[config.mk]
export PLATFORM = sky130hd
export DESIGN_NAME = vr_replica_top
export DESIGN_NICKNAME = d
export VERILOG_FILES = /design/src/logic/vr_pkg.sv /design/src/logic/vr_msg_if.sv /design/src/logic/vr_replica_top.sv /design/src/logic/vr_reply_merger.sv /design/src/logic/vr_log_mem.sv /design/src/logic/vr_commit_eng.sv /design/src/logic/vr_prepare_eng.sv /design/src/logic/vr_state_regs.sv /design/src/logic/vr_dispatch.sv
export VERILOG_INCLUDE_DIRS = /design/src /design/src/logic
export SDC_FILE = /design/constraint.sdc
export NUM_CORES = 1
export LEC_CHECK = 0
export ABC_CLOCK_PERIOD_IN_PS = 7400
export BUFFER_PORTS_ARGS = -buffer_cell sky130_fd_sc_hd__buf_4
export CORE_ASPECT_RATIO = 1.2
export CORE_MARGIN = 1
export CORE_UTILIZATION = 45
export CTS_CLUSTER_DIAMETER = 30
export DETAILED_ROUTE_END_ITERATION = 10
export PLACE_DENSITY = 0.7
export SLEW_MARGIN = 20
export SYNTH_ARGS = -nofsm -noshare
export SYNTH_HDL_FRONTEND = slang
export SYNTH_SLANG_ARGS = --single-unit
[constraint.sdc]
create_clock -name clk -period 7.4 [get_ports clk]
set_clock_uncertainty 0.2 [all_clocks]
set_input_delay 0.74 -clock clk [delete_from_list [all_inputs] [get_ports clk]]
set_output_delay 0.74 -clock clk [all_outputs]
set_load 0.005 [all_outputs]
[src/logic/vr_macros.svh]
`ifndef VR_MACROS_SVH
`define VR_MACROS_SVH

// View number width.
`define VR_VIEW_W 8

// Operation and commit number width.
`define VR_OP_W 8

`define VR_PAYLOAD_W 32

// Log entries, indexed by the low op bits.
`define VR_LOG_DEPTH 16

`endif
[src/logic/vr_pkg.sv]
`include "vr_macros.svh"

package vr_pkg;

    typedef logic [`VR_VIEW_W-1:0]             vr_view_t;
    typedef logic [`VR_OP_W-1:0]               vr_op_t;
    typedef logic [`VR_PAYLOAD_W-1:0]          vr_payload_t;
    typedef logic [$clog2(`VR_LOG_DEPTH)-1:0]  vr_log_addr_t;

    // Codes not listed here are dropped by the dispatcher.
    typedef enum logic [2:0] {
        SETUP      = 3'd1,
        PREPARE    = 3'd2,
        COMMIT     = 3'd3,
        PREPARE_OK = 3'd4,
        COMMIT_ACK = 3'd5
    } vr_msg_type_e;

    typedef struct packed {
        vr_view_t view;
        vr_op_t   last_op;    // Highest op appended to the log.
        vr_op_t   commit_num;
    } vr_state_t;

endpackage

[src/logic/vr_msg_if.sv]
`timescale 1ns/100ps

// One-beat replica message with valid/ready.
interface vr_msg_if;
    import vr_pkg::*;

    logic         val;
    logic         rdy;
    vr_msg_type_e msg_type;
    vr_view_t     view;
    vr_op_t       op_num;
    vr_payload_t  payload;

    modport sender (
        output val, msg_type, view, op_num, payload,
        input  rdy
    );

    modport receiver (
        input  val, msg_type, view, op_num, payload,
        output rdy
    );

endinterface

[src/logic/vr_replica_top.sv]
`timescale 1ns/100ps

module vr_replica_top (
    input  logic                 clk,
    input  logic                 rst,
    input  logic                 in_val,
    output logic                 in_rdy,
    input  vr_pkg::vr_msg_type_e in_msg_type,
    input  vr_pkg::vr_view_t     in_view,
    input  vr_pkg::vr_op_t       in_op_num,
    input  vr_pkg::vr_payload_t  in_payload,
    output logic                 out_val,
    input  logic                 out_rdy,
    output vr_pkg::vr_msg_type_e out_msg_type,
    output vr_pkg::vr_view_t     out_view,
    output vr_pkg::vr_op_t       out_op_num,
    output vr_pkg::vr_payload_t  out_payload
);
    import vr_pkg::*;

    // ####################################################################
    // Internal wiring.
    // ####################################################################

    vr_msg_if prep_req_if ();
    vr_msg_if commit_req_if ();
    vr_msg_if prep_rep_if ();
    vr_msg_if commit_rep_if ();

    logic         setup_wr;
    vr_view_t     setup_view;
    vr_state_t    state;
    logic         last_op_wr;
    vr_op_t       last_op_data;
    logic         commit_wr;
    vr_op_t       commit_data;
    logic         log_wr;
    vr_log_addr_t log_wr_addr;
    vr_payload_t  log_wr_data;
    logic         log_rd;
    vr_log_addr_t log_rd_addr;
    vr_payload_t  log_rd_data;

    // ####################################################################
    // Instances.
    // ####################################################################

    vr_dispatch i_vr_dispatch (
        .clk         (clk),
        .rst         (rst),
        .in_val      (in_val),
        .in_msg_type (in_msg_type),
        .in_view     (in_view),
        .in_op_num   (in_op_num),
        .in_payload  (in_payload),
        .in_rdy      (in_rdy),
        .prep        (prep_req_if.sender),
        .commit      (commit_req_if.sender),
        .setup_wr    (setup_wr),
        .setup_view  (setup_view)
    );

    vr_state_regs i_vr_state_regs (
        .clk          (clk),
        .rst          (rst),
        .setup_wr     (setup_wr),
        .setup_view   (setup_view),
        .last_op_wr   (last_op_wr),
        .last_op_data (last_op_data),
        .commit_wr    (commit_wr),
        .commit_data  (commit_data),
        .state        (state)
    );

    vr_prepare_eng i_vr_prepare_eng (
        .clk          (clk),
        .rst          (rst),
        .state        (state),
        .req          (prep_req_if.receiver),
        .reply        (prep_rep_if.sender),
        .last_op_wr   (last_op_wr),
        .last_op_data (last_op_data),
        .log_wr       (log_wr),
        .log_wr_addr  (log_wr_addr),
        .log_wr_data  (log_wr_data)
    );

    vr_commit_eng i_vr_commit_eng (
        .clk         (clk),
        .rst         (rst),
        .state       (state),
        .log_rd_data (log_rd_data),
        .req         (commit_req_if.receiver),
        .reply       (commit_rep_if.sender),
        .commit_wr   (commit_wr),
        .commit_data (commit_data),
        .log_rd      (log_rd),
        .log_rd_addr (log_rd_addr)
    );

    vr_log_mem i_vr_log_mem (
        .clk     (clk),
        .wr      (log_wr),
        .wr_addr (log_wr_addr),
        .wr_data (log_wr_data),
        .rd      (log_rd),
        .rd_addr (log_rd_addr),
        .rd_data (log_rd_data)
    );

    vr_reply_merger i_vr_reply_merger (
        .clk          (clk),
        .rst          (rst),
        .out_rdy      (out_rdy),
        .prep         (prep_rep_if.receiver),
        .commit       (commit_rep_if.receiver),
        .out_val      (out_val),
        .out_msg_type (out_msg_type),
        .out_view     (out_view),
        .out_op_num   (out_op_num),
        .out_payload  (out_payload)
    );

endmodule

[src/logic/vr_reply_merger.sv]
`timescale 1ns/100ps

module vr_reply_merger (
    input  logic                 clk,
    input  logic                 rst,
    input  logic                 out_rdy,
    vr_msg_if.receiver           prep,
    vr_msg_if.receiver           commit,
    output logic                 out_val,
    output vr_pkg::vr_msg_type_e out_msg_type,
    output vr_pkg::vr_view_t     out_view,
    output vr_pkg::vr_op_t       out_op_num,
    output vr_pkg::vr_payload_t  out_payload
);
    import vr_pkg::*;

    logic commit_lock;  // Commit reply granted but not yet taken.
    logic sel_commit;

    // Prepare wins unless a commit is already on the output.
    assign sel_commit = commit_lock || (commit.val && !prep.val);

    assign out_val      = prep.val || commit.val;
    assign out_msg_type = sel_commit ? commit.msg_type : prep.msg_type;
    assign out_view     = sel_commit ? commit.view     : prep.view;
    assign out_op_num   = sel_commit ? commit.op_num   : prep.op_num;
    assign out_payload  = sel_commit ? commit.payload  : prep.payload;

    assign prep.rdy   = out_rdy && !sel_commit;
    assign commit.rdy = out_rdy && sel_commit;

    always_ff @(posedge clk) begin
        if (rst) begin
            commit_lock <= 1'b0;
        end else begin
            commit_lock <= sel_commit && commit.val && !out_rdy;
        end
    end

endmodule

[src/logic/vr_log_mem.sv]
`include "vr_macros.svh"
`timescale 1ns/100ps

module vr_log_mem (
    input  logic                 clk,
    input  logic                 wr,
    input  vr_pkg::vr_log_addr_t wr_addr,
    input  vr_pkg::vr_payload_t  wr_data,
    input  logic                 rd,
    input  vr_pkg::vr_log_addr_t rd_addr,
    output vr_pkg::vr_payload_t  rd_data
);
    import vr_pkg::*;

    vr_payload_t mem [`VR_LOG_DEPTH];

    always_ff @(posedge clk) begin
        if (wr) begin
            mem[wr_addr] <= wr_data;
        end
    end

    // Registered read, holds between reads.
    always_ff @(posedge clk) begin
        if (rd) begin
            rd_data <= mem[rd_addr];
        end
    end

endmodule

[src/logic/vr_commit_eng.sv]
`timescale 1ns/100ps

module vr_commit_eng (
    input  logic                 clk,
    input  logic                 rst,
    input  vr_pkg::vr_state_t    state,
    input  vr_pkg::vr_payload_t  log_rd_data,
    vr_msg_if.receiver           req,
    vr_msg_if.sender             reply,
    output logic                 commit_wr,
    output vr_pkg::vr_op_t       commit_data,
    output logic                 log_rd,
    output vr_pkg::vr_log_addr_t log_rd_addr
);
    import vr_pkg::*;

    logic     chk;
    logic     rd_wait;   // Log read data is valid this cycle.
    logic     pend;
    logic     accept_ok;
    vr_view_t view_r;
    vr_op_t   op_r;

    assign req.rdy = !(chk || rd_wait || pend);

    // Commit must move forward and stay within the log.
    assign accept_ok = chk && (view_r == state.view) &&
                       (op_r > state.commit_num) && (op_r <= state.last_op);

    assign commit_wr   = accept_ok;
    assign commit_data = op_r;
    assign log_rd      = accept_ok;
    assign log_rd_addr = op_r[$bits(vr_log_addr_t)-1:0];

    // Read register holds its data until the next read, which waits for this reply.
    assign reply.val      = rd_wait || pend;
    assign reply.msg_type = COMMIT_ACK;
    assign reply.view     = view_r;
    assign reply.op_num   = op_r;
    assign reply.payload  = log_rd_data;

    always_ff @(posedge clk) begin
        if (rst) begin
            chk     <= 1'b0;
            rd_wait <= 1'b0;
            pend    <= 1'b0;
        end else begin
            chk     <= req.val && req.rdy;
            rd_wait <= accept_ok;
            pend    <= reply.val && !reply.rdy;
        end
    end

    always_ff @(posedge clk) begin
        if (req.val && req.rdy) begin
            view_r <= req.view;
            op_r   <= req.op_num;
        end
    end

endmodule

[src/logic/vr_prepare_eng.sv]
`timescale 1ns/100ps

module vr_prepare_eng (
    input  logic                clk,
    input  logic                rst,
    input  vr_pkg::vr_state_t   state,
    vr_msg_if.receiver          req,
    vr_msg_if.sender            reply,
    output logic                last_op_wr,
    output vr_pkg::vr_op_t      last_op_data,
    output logic                log_wr,
    output vr_pkg::vr_log_addr_t log_wr_addr,
    output vr_pkg::vr_payload_t log_wr_data
);
    import vr_pkg::*;

    logic        chk;       // Check cycle after acceptance.
    logic        pend;      // Reply waiting on the merger.
    logic        accept_ok;
    vr_view_t    view_r;
    vr_op_t      op_r;
    vr_payload_t payload_r;

    assign req.rdy = !(chk || pend);

    // In-order prepare in the current view.
    assign accept_ok = chk && (view_r == state.view) && (op_r == state.last_op + 1'b1);

    assign log_wr       = accept_ok;
    assign log_wr_addr  = op_r[$bits(vr_log_addr_t)-1:0];
    assign log_wr_data  = payload_r;
    assign last_op_wr   = accept_ok;
    assign last_op_data = op_r;

    assign reply.val      = accept_ok || pend;
    assign reply.msg_type = PREPARE_OK;
    assign reply.view     = view_r;
    assign reply.op_num   = op_r;
    assign reply.payload  = '0;

    always_ff @(posedge clk) begin
        if (rst) begin
            chk  <= 1'b0;
            pend <= 1'b0;
        end else begin
            chk  <= req.val && req.rdy;
            pend <= reply.val && !reply.rdy;
        end
    end

    always_ff @(posedge clk) begin
        if (req.val && req.rdy) begin
            view_r    <= req.view;
            op_r      <= req.op_num;
            payload_r <= req.payload;
        end
    end

endmodule

[src/logic/vr_state_regs.sv]
`timescale 1ns/100ps

module vr_state_regs (
    input  logic              clk,
    input  logic              rst,
    input  logic              setup_wr,
    input  vr_pkg::vr_view_t  setup_view,
    input  logic              last_op_wr,
    input  vr_pkg::vr_op_t    last_op_data,
    input  logic              commit_wr,
    input  vr_pkg::vr_op_t    commit_data,
    output vr_pkg::vr_state_t state
);
    import vr_pkg::*;

    vr_state_t state_r;

    always_ff @(posedge clk) begin
        if (rst) begin
            state_r <= '0;
        end else if (setup_wr) begin
            // New view starts with an empty log.
            state_r.view       <= setup_view;
            state_r.last_op    <= '0;
            state_r.commit_num <= '0;
        end else begin
            if (last_op_wr) begin
                state_r.last_op <= last_op_data;    // Prepare engine.
            end
            if (commit_wr) begin
                state_r.commit_num <= commit_data;  // Commit engine.
            end
        end
    end

    assign state = state_r;

endmodule

[src/logic/vr_dispatch.sv]
`timescale 1ns/100ps

module vr_dispatch (
    input  logic                 clk,
    input  logic                 rst,
    input  logic                 in_val,
    input  vr_pkg::vr_msg_type_e in_msg_type,
    input  vr_pkg::vr_view_t     in_view,
    input  vr_pkg::vr_op_t       in_op_num,
    input  vr_pkg::vr_payload_t  in_payload,
    output logic                 in_rdy,
    vr_msg_if.sender             prep,
    vr_msg_if.sender             commit,
    output logic                 setup_wr,
    output vr_pkg::vr_view_t     setup_view
);
    import vr_pkg::*;

    logic is_prep;
    logic is_commit;
    logic setup_xfer;

    assign is_prep    = (in_msg_type == PREPARE);
    assign is_commit  = (in_msg_type == COMMIT);
    assign setup_xfer = in_val && (in_msg_type == SETUP); // Setup never stalls.

    // Unknown types are swallowed here.
    assign in_rdy = is_prep ? prep.rdy : (is_commit ? commit.rdy : 1'b1);

    assign prep.val      = in_val && is_prep;
    assign prep.msg_type = in_msg_type;
    assign prep.view     = in_view;
    assign prep.op_num   = in_op_num;
    assign prep.payload  = in_payload;

    assign commit.val      = in_val && is_commit;
    assign commit.msg_type = in_msg_type;
    assign commit.view     = in_view;
    assign commit.op_num   = in_op_num;
    assign commit.payload  = in_payload;

    always_ff @(posedge clk) begin
        if (rst) begin
            setup_wr <= 1'b0;
        end else begin
            setup_wr <= setup_xfer; // One-cycle pulse.
        end
    end

    always_ff @(posedge clk) begin
        if (setup_xfer) begin
            setup_view <= in_view;
        end
    end

endmodule

; ---- Word-level counts from Yosys, hierarchy flattened
; Memory sizes are Yosys's and may differ from the RTL's. A register that Yosys moved wholly into a read port is not among the register bits.
; Index checks and enable logic that the tools add are counted.
[word_totals]
reg_bits = 103
ram_bits = 512
in_bits = 55
out_inout_bits = 53
elab_cells = 66
n_memories = 1
[op_classes]
n_addsub = 1
n_lt_le_gt_ge = 2
eq_ne = 6
n_mux = 8
n_reduce_logical = 32
[memory_table]
columns = name, words, width, read_ports, rd_ports_with_merged_regs, wr, line_no
row1 = i_vr_log_mem.mem, 16, 32, 1, 1, 1, vr_log_mem.sv:15  ; vr_payload_t mem [`VR_LOG_DEPTH];
[ops]
columns = cell, count
row1 = 32-bit 2-to-1 mux, 1
row2 = 8-bit == test, 3
row3 = 1-bit logical AND, 17
row4 = 8-bit 2-to-1 mux, 2
row5 = "8-bit by 1-bit adder with 8-bit output, second input constant", 1
row6 = 8-bit > comparator, 1
row7 = 8-bit <= comparator, 1
row8 = 1-bit zero test, 7
row9 = 1-bit logical OR, 7
row10 = "3-bit by 2-bit == test with 1-bit output, second input constant", 2
row11 = 1-bit 2-to-1 mux, 5
row12 = "3-bit by 1-bit == test with 1-bit output, second input constant", 1
row13 = 2-bit OR reduction, 1

; ---- Logic depth before layout (Yosys ltp)
[depth]
ltp_word = 11
depth_mapped = 12

; ---- Cells and area by module
; A second synthesis with hierarchy kept.
[hier_totals]
hier_cells = 1389
hier_area_um2 = 26500.4
[by_module_without_submodules]
columns = mod, instances, cells_each, area_per_inst_um2, seq_area_each_um2
row1 = vr_log_mem, 1, 838, 20174.3, 16335.7
row2 = vr_prepare_eng, 1, 149, 2224.6, 1481.4
row3 = vr_commit_eng, 1, 141, 1445.1, 540.5
row4 = vr_dispatch, 1, 118, 1089.8, 260.2
row5 = vr_state_regs, 1, 79, 870.8, 480.5
row6 = vr_reply_merger, 1, 64, 695.7, 20.0

; ---- Least setup slack after synthesis
; OpenSTA, ideal clock, no wires.
[synth_path]
path_kind = register to register
startpoint = reg i_vr_state_regs.state_r, in the netlist i_vr_state_regs.state[8]
endpoint = mem i_vr_log_mem.mem[0][0] in the netlist's numbering, enable pin
setup_time_ns = 0.513
t_arrival_ns = 4.967
required_time_ns = 6.687
setup_slack_ns = 1.720
stages_incl_launch_ff = 7
period_less_slack_ns = 5.680
cell_sequence = dfxtp_1 ha_1 nor2b_1 or3_1 a31oi_1 o2111ai_1 nor4b_1
[synth_via]
elab_chain_len = 5
[synth_lines]
columns = element, line_no
row1 = from (decl), vr_state_regs.sv:16  ; vr_state_t state_r;
row2 = 8-bit by 1-bit adder with 8-bit output, vr_prepare_eng.sv:27  ; assign accept_ok = chk && (view_r == state.view) && (op_r == state.last_op + 1'b1);
row3 = 8-bit == test, vr_prepare_eng.sv:27
row4 = 1-bit logical AND, vr_prepare_eng.sv:27
row5 = 1-bit 2-to-1 mux, vr_log_mem.sv:18  ; if (wr) begin
row6 = 1-bit 2-to-1 mux (implied by the code), vr_log_mem.sv:19  ; mem[wr_addr] <= wr_data;
row7 = to (decl), vr_log_mem.sv:15
; No other way between the ends.

; ---- Final worst setup path
[layout_path]
startpoint = reg i_vr_state_regs.state_r, in the netlist i_vr_state_regs.state[8]
endpoint = out out_view[7]
[layout_via]
elab_chain_len = 8
[layout_lines]
columns = element, line_no
row1 = 8-bit by 1-bit adder with 8-bit output, vr_prepare_eng.sv:27
row2 = 8-bit == test, vr_prepare_eng.sv:27
row3 = 1-bit logical AND, vr_prepare_eng.sv:27
row4 = 1-bit logical OR, vr_prepare_eng.sv:35  ; assign reply.val = accept_ok || pend;
row5 = 1-bit zero test, vr_reply_merger.sv:21  ; assign sel_commit = commit_lock || (commit.val && !prep.val);
row6 = 1-bit logical AND, vr_reply_merger.sv:21
row7 = 1-bit logical OR, vr_reply_merger.sv:21
row8 = 8-bit 2-to-1 mux, vr_reply_merger.sv:25  ; assign out_view = sel_commit ? commit.view : prep.view;
row9 = to (decl), vr_replica_top.sv:15  ; output vr_pkg::vr_view_t out_view,
; No other way between the ends.

==> impl_metrics.toml <==
[detailed_routing]
wl_per_cell_microns = 25.7
drtAntennaViolNets = 0
drt_iter0_drc = 1153
viasPerCell = 5.71
drt_wl_total_mm = 54.7
drc = 0
vias = 12200
dr.pass1.iters = 7

[synth]
synthArstFlopShare_pct = 0
synth_common_cells = "edfxtp_1 (616), mux4_2 (160), nor2b_1 (39)"
yosysUniqueCellTypes = 47
syn-cell-area_sq_um = 24900
syn_avg_cell_area_sq_um = 21.9
synth_seq_area_share_pct = 76.8
yosysWarnings = 0
synth_top_area_cell = "edfxtp_1"
ys_ff_latch = 647
synth_nets = 1210
yosysMostFrequentCell = "edfxtp_1"
synth_edf_count = 616
synth_top_cell_area_share_pct = 74.4
synthFlopType = "edfxtp_1"
synthTopCellsByArea = "edfxtp_1 (74%), mux4_2 (14%), dfxtp_1 (2.5%)"
synthCells = 1138

[power]
p_total_mw = 9.11
power_density_nw_per_um2 = 300
irDropWorstVdd_mv = 0.167
p_leak_nw = 9.88

[layout]
nets = 1394
antenna_cells = 0
fill_cells = 3974
syn_to_final_growth_pct = 22.0
multiInputGateArea_sq_um = 5570
drive_gt1_share_pct = 34.9
final_cell_count_no_fill = 2130
seqCellArea_sq_um = 19100

[floorplanning]
row_count = 94
die_h_microns = 260
die_w_microns = 217
start_util_pct = 45.5
core_sq_um = 54700
die-area_sq_um = 56200
ioPinCount = 108

[clock_tree]
cts_buffers = 106
clock-root-buffer = "clkbuf_16"
clk_latency_ns = 0.65
htree_levels = 3
cts_tree = "yes"
cts_resized = 0
cts_buffer_depth = 3
cts_sinks = 647
cts_setup_buffers = 0
postCtsHoldBufs = 0
clk_pin_slew_ns = 0.05

[critical_path]
slowest_stage = "a2111oi_4"
slowest_delay_ns = 0.90
r2r-start = "i_vr_state_regs.state[8]$_SDFFE_PP0P_"
ff2ff_setup_slack_ns = 3.14
required_ns = 6.46
critical_path_arrival_ns = 4.33
end_kind = "primary output"
crit_fanout = 50
r2r_cells = 7
worst_setup_path_start_kind = "flop"
worst_r2r_endpoint = "i_vr_log_mem.mem[5][23]$_DFFE_PP_"
crit_path_cell_trace = "ha_1 > nor2b_1 > or3_1 > a31o_1 > a2111oi_4 > o31a_4 > mux2_1 > buf_4"
critPathKind = "flop to primary output"

[hold_path]
holdPathStages = 1
hp-start = "in_payload[14]"
hold_end = "i_vr_prepare_eng.log_wr_data[14]$_DFFE_PP_"
hp-class = "input pin to flop"

[timing]
maxSlewHeadroom_pct = 25.7
finalHoldViolations = 0
finalSetupViolations = 0
post-route-min-period_ns = 5.27
tightest_slew_ns = 1.11
max_freq_mhz = 190
rsz0062_at_grt = "false"
slew_viol_final = 0
min_period_over_period_pct = 71.3
fin_setup_tns_ns = 0

[global_routing]
grt_usage_pct = 20.0
grt_max_degree = 71
grt_pass1_wl_mm = 81.3
gr-total-overflow = 0
antenna_found_initial = 0
grt_pass1_vias = 13000

[run_status]
outcome = "finished clean"

[placed_design]
dp_hpwl_mm = 26.5
io_buffers = 105
placedCellCount = 1934
gp_congestion = 0.842

[job]
maxCapViolations = 0
-- cells in the final DEF (no fill, tap or decap), types with 18 or more instances in the layout --
master / synthesis / routed
inv_1: 18 / 18
clkbuf_16: 0 / 107
edfxtp_1: 616 / 616
nor2b_1: 39 / 39
xnor2_1: 20 / 20
buf_4: 3 / 134
dfxtp_1: 31 / 31
nand2_1: 22 / 22
mux4_2: 160 / 160
clkinv_2: 0 / 24
-- metal layers --
layer	track usage, %	vias up	part of all wire, %
li1	-	5132	-
met1	25.6	6462	39
met2	34.6	489	53
met3	3.38	79	6.1
met4	6.98	0	2.1
met5	0	-	0
-- through the flow --
step / cell area (sq um) / setup WS [ns] / hold WS, ns / utilization [%]
global placement: 26600 / 2.93 / 0.243 / 48.7
CTS: 30300 / 2.10 / 0.0455 / 55.5
finish: 30400 / 2.13 / 0.0733 / 55.5
detailed placement: 26600 / 2.78 / 0.247 / 48.7
floorplan: 24900 / 1.72 / 0.235 / -
global route: 30400 / 1.88 / 0.0554 / 55.5
-- sequential cells by signal, indices dropped and copies added (netlist names) --
name	count
i_vr_commit_eng.chk	1
i_vr_commit_eng.commit_data	8
i_vr_commit_eng.pend	1
i_vr_commit_eng.rd_wait	1
i_vr_commit_eng.reply.view	8
i_vr_dispatch.setup_view	8
i_vr_dispatch.setup_wr	1
i_vr_log_mem.mem	512
i_vr_log_mem.rd_data	32
i_vr_prepare_eng.chk	1
i_vr_prepare_eng.last_op_data	8
i_vr_prepare_eng.log_wr_data	32
i_vr_prepare_eng.pend	1
i_vr_prepare_eng.reply.view	8
i_vr_reply_merger.commit_lock	1
i_vr_state_regs.state	24
-- kinds of logic after synthesis --
kind of cell / after synthesis / share of synthesized area, %
compound gates: 39 / 1.23
xor+xnor: 24 / 0.845
fa+ha+maj: 17 / 0.855
buf+inv: 76 / 1.28
flops: 647 / 76.8
mux: 192 / 15.9
other cells: 2 / 0.0302
simple gates: 141 / 3.06
-- where the power goes --
part	total, mW	leakage, nW	internal, mW	switching [mW]
Combinational	0.108	2.30	0.0562	0.0514
Sequential	4.00	5.79	3.99	0.0162
Clock	5.00	1.79	3.28	1.72
Total	9.11	9.88	7.32	1.79
-- cell type report --
cell class                 count  area share (%)
clock inverter                74            3.03
timing repair buffer         134            3.31
multi-input combinational    415            18.4
inverter                      18           0.223
tap                          720            2.97
clock buffer                 122            9.11
sequential                   647            63.0
-- worst max path at each step --
stage	endpoint	slack, ns	startpoint
floorplan	i_vr_log_mem.mem[0][0]$_DFFE_PP_	1.72	i_vr_state_regs.state[8]$_SDFFE_PP0P_
global placement	out_view[6]	2.93	i_vr_state_regs.state[8]$_SDFFE_PP0P_
detailed placement	out_view[7]	2.78	i_vr_state_regs.state[8]$_SDFFE_PP0P_
CTS	out_view[7]	2.10	i_vr_state_regs.state[8]$_SDFFE_PP0P_
global route	out_view[7]	1.88	i_vr_state_regs.state[8]$_SDFFE_PP0P_
finish	out_view[7]	2.13	i_vr_state_regs.state[8]$_SDFFE_PP0P_
-- critical path: cells and delay by family (launching register included) --
kind / cells / cell delay (ns)
fa+ha+maj: 1 / 0.32
simple gates: 2 / 0.58
compound gates: 3 / 1.84
flops: 1 / 0.38
buf+inv: 1 / 0.14
mux: 1 / 0.40
(Power assumes the default switching activity.)
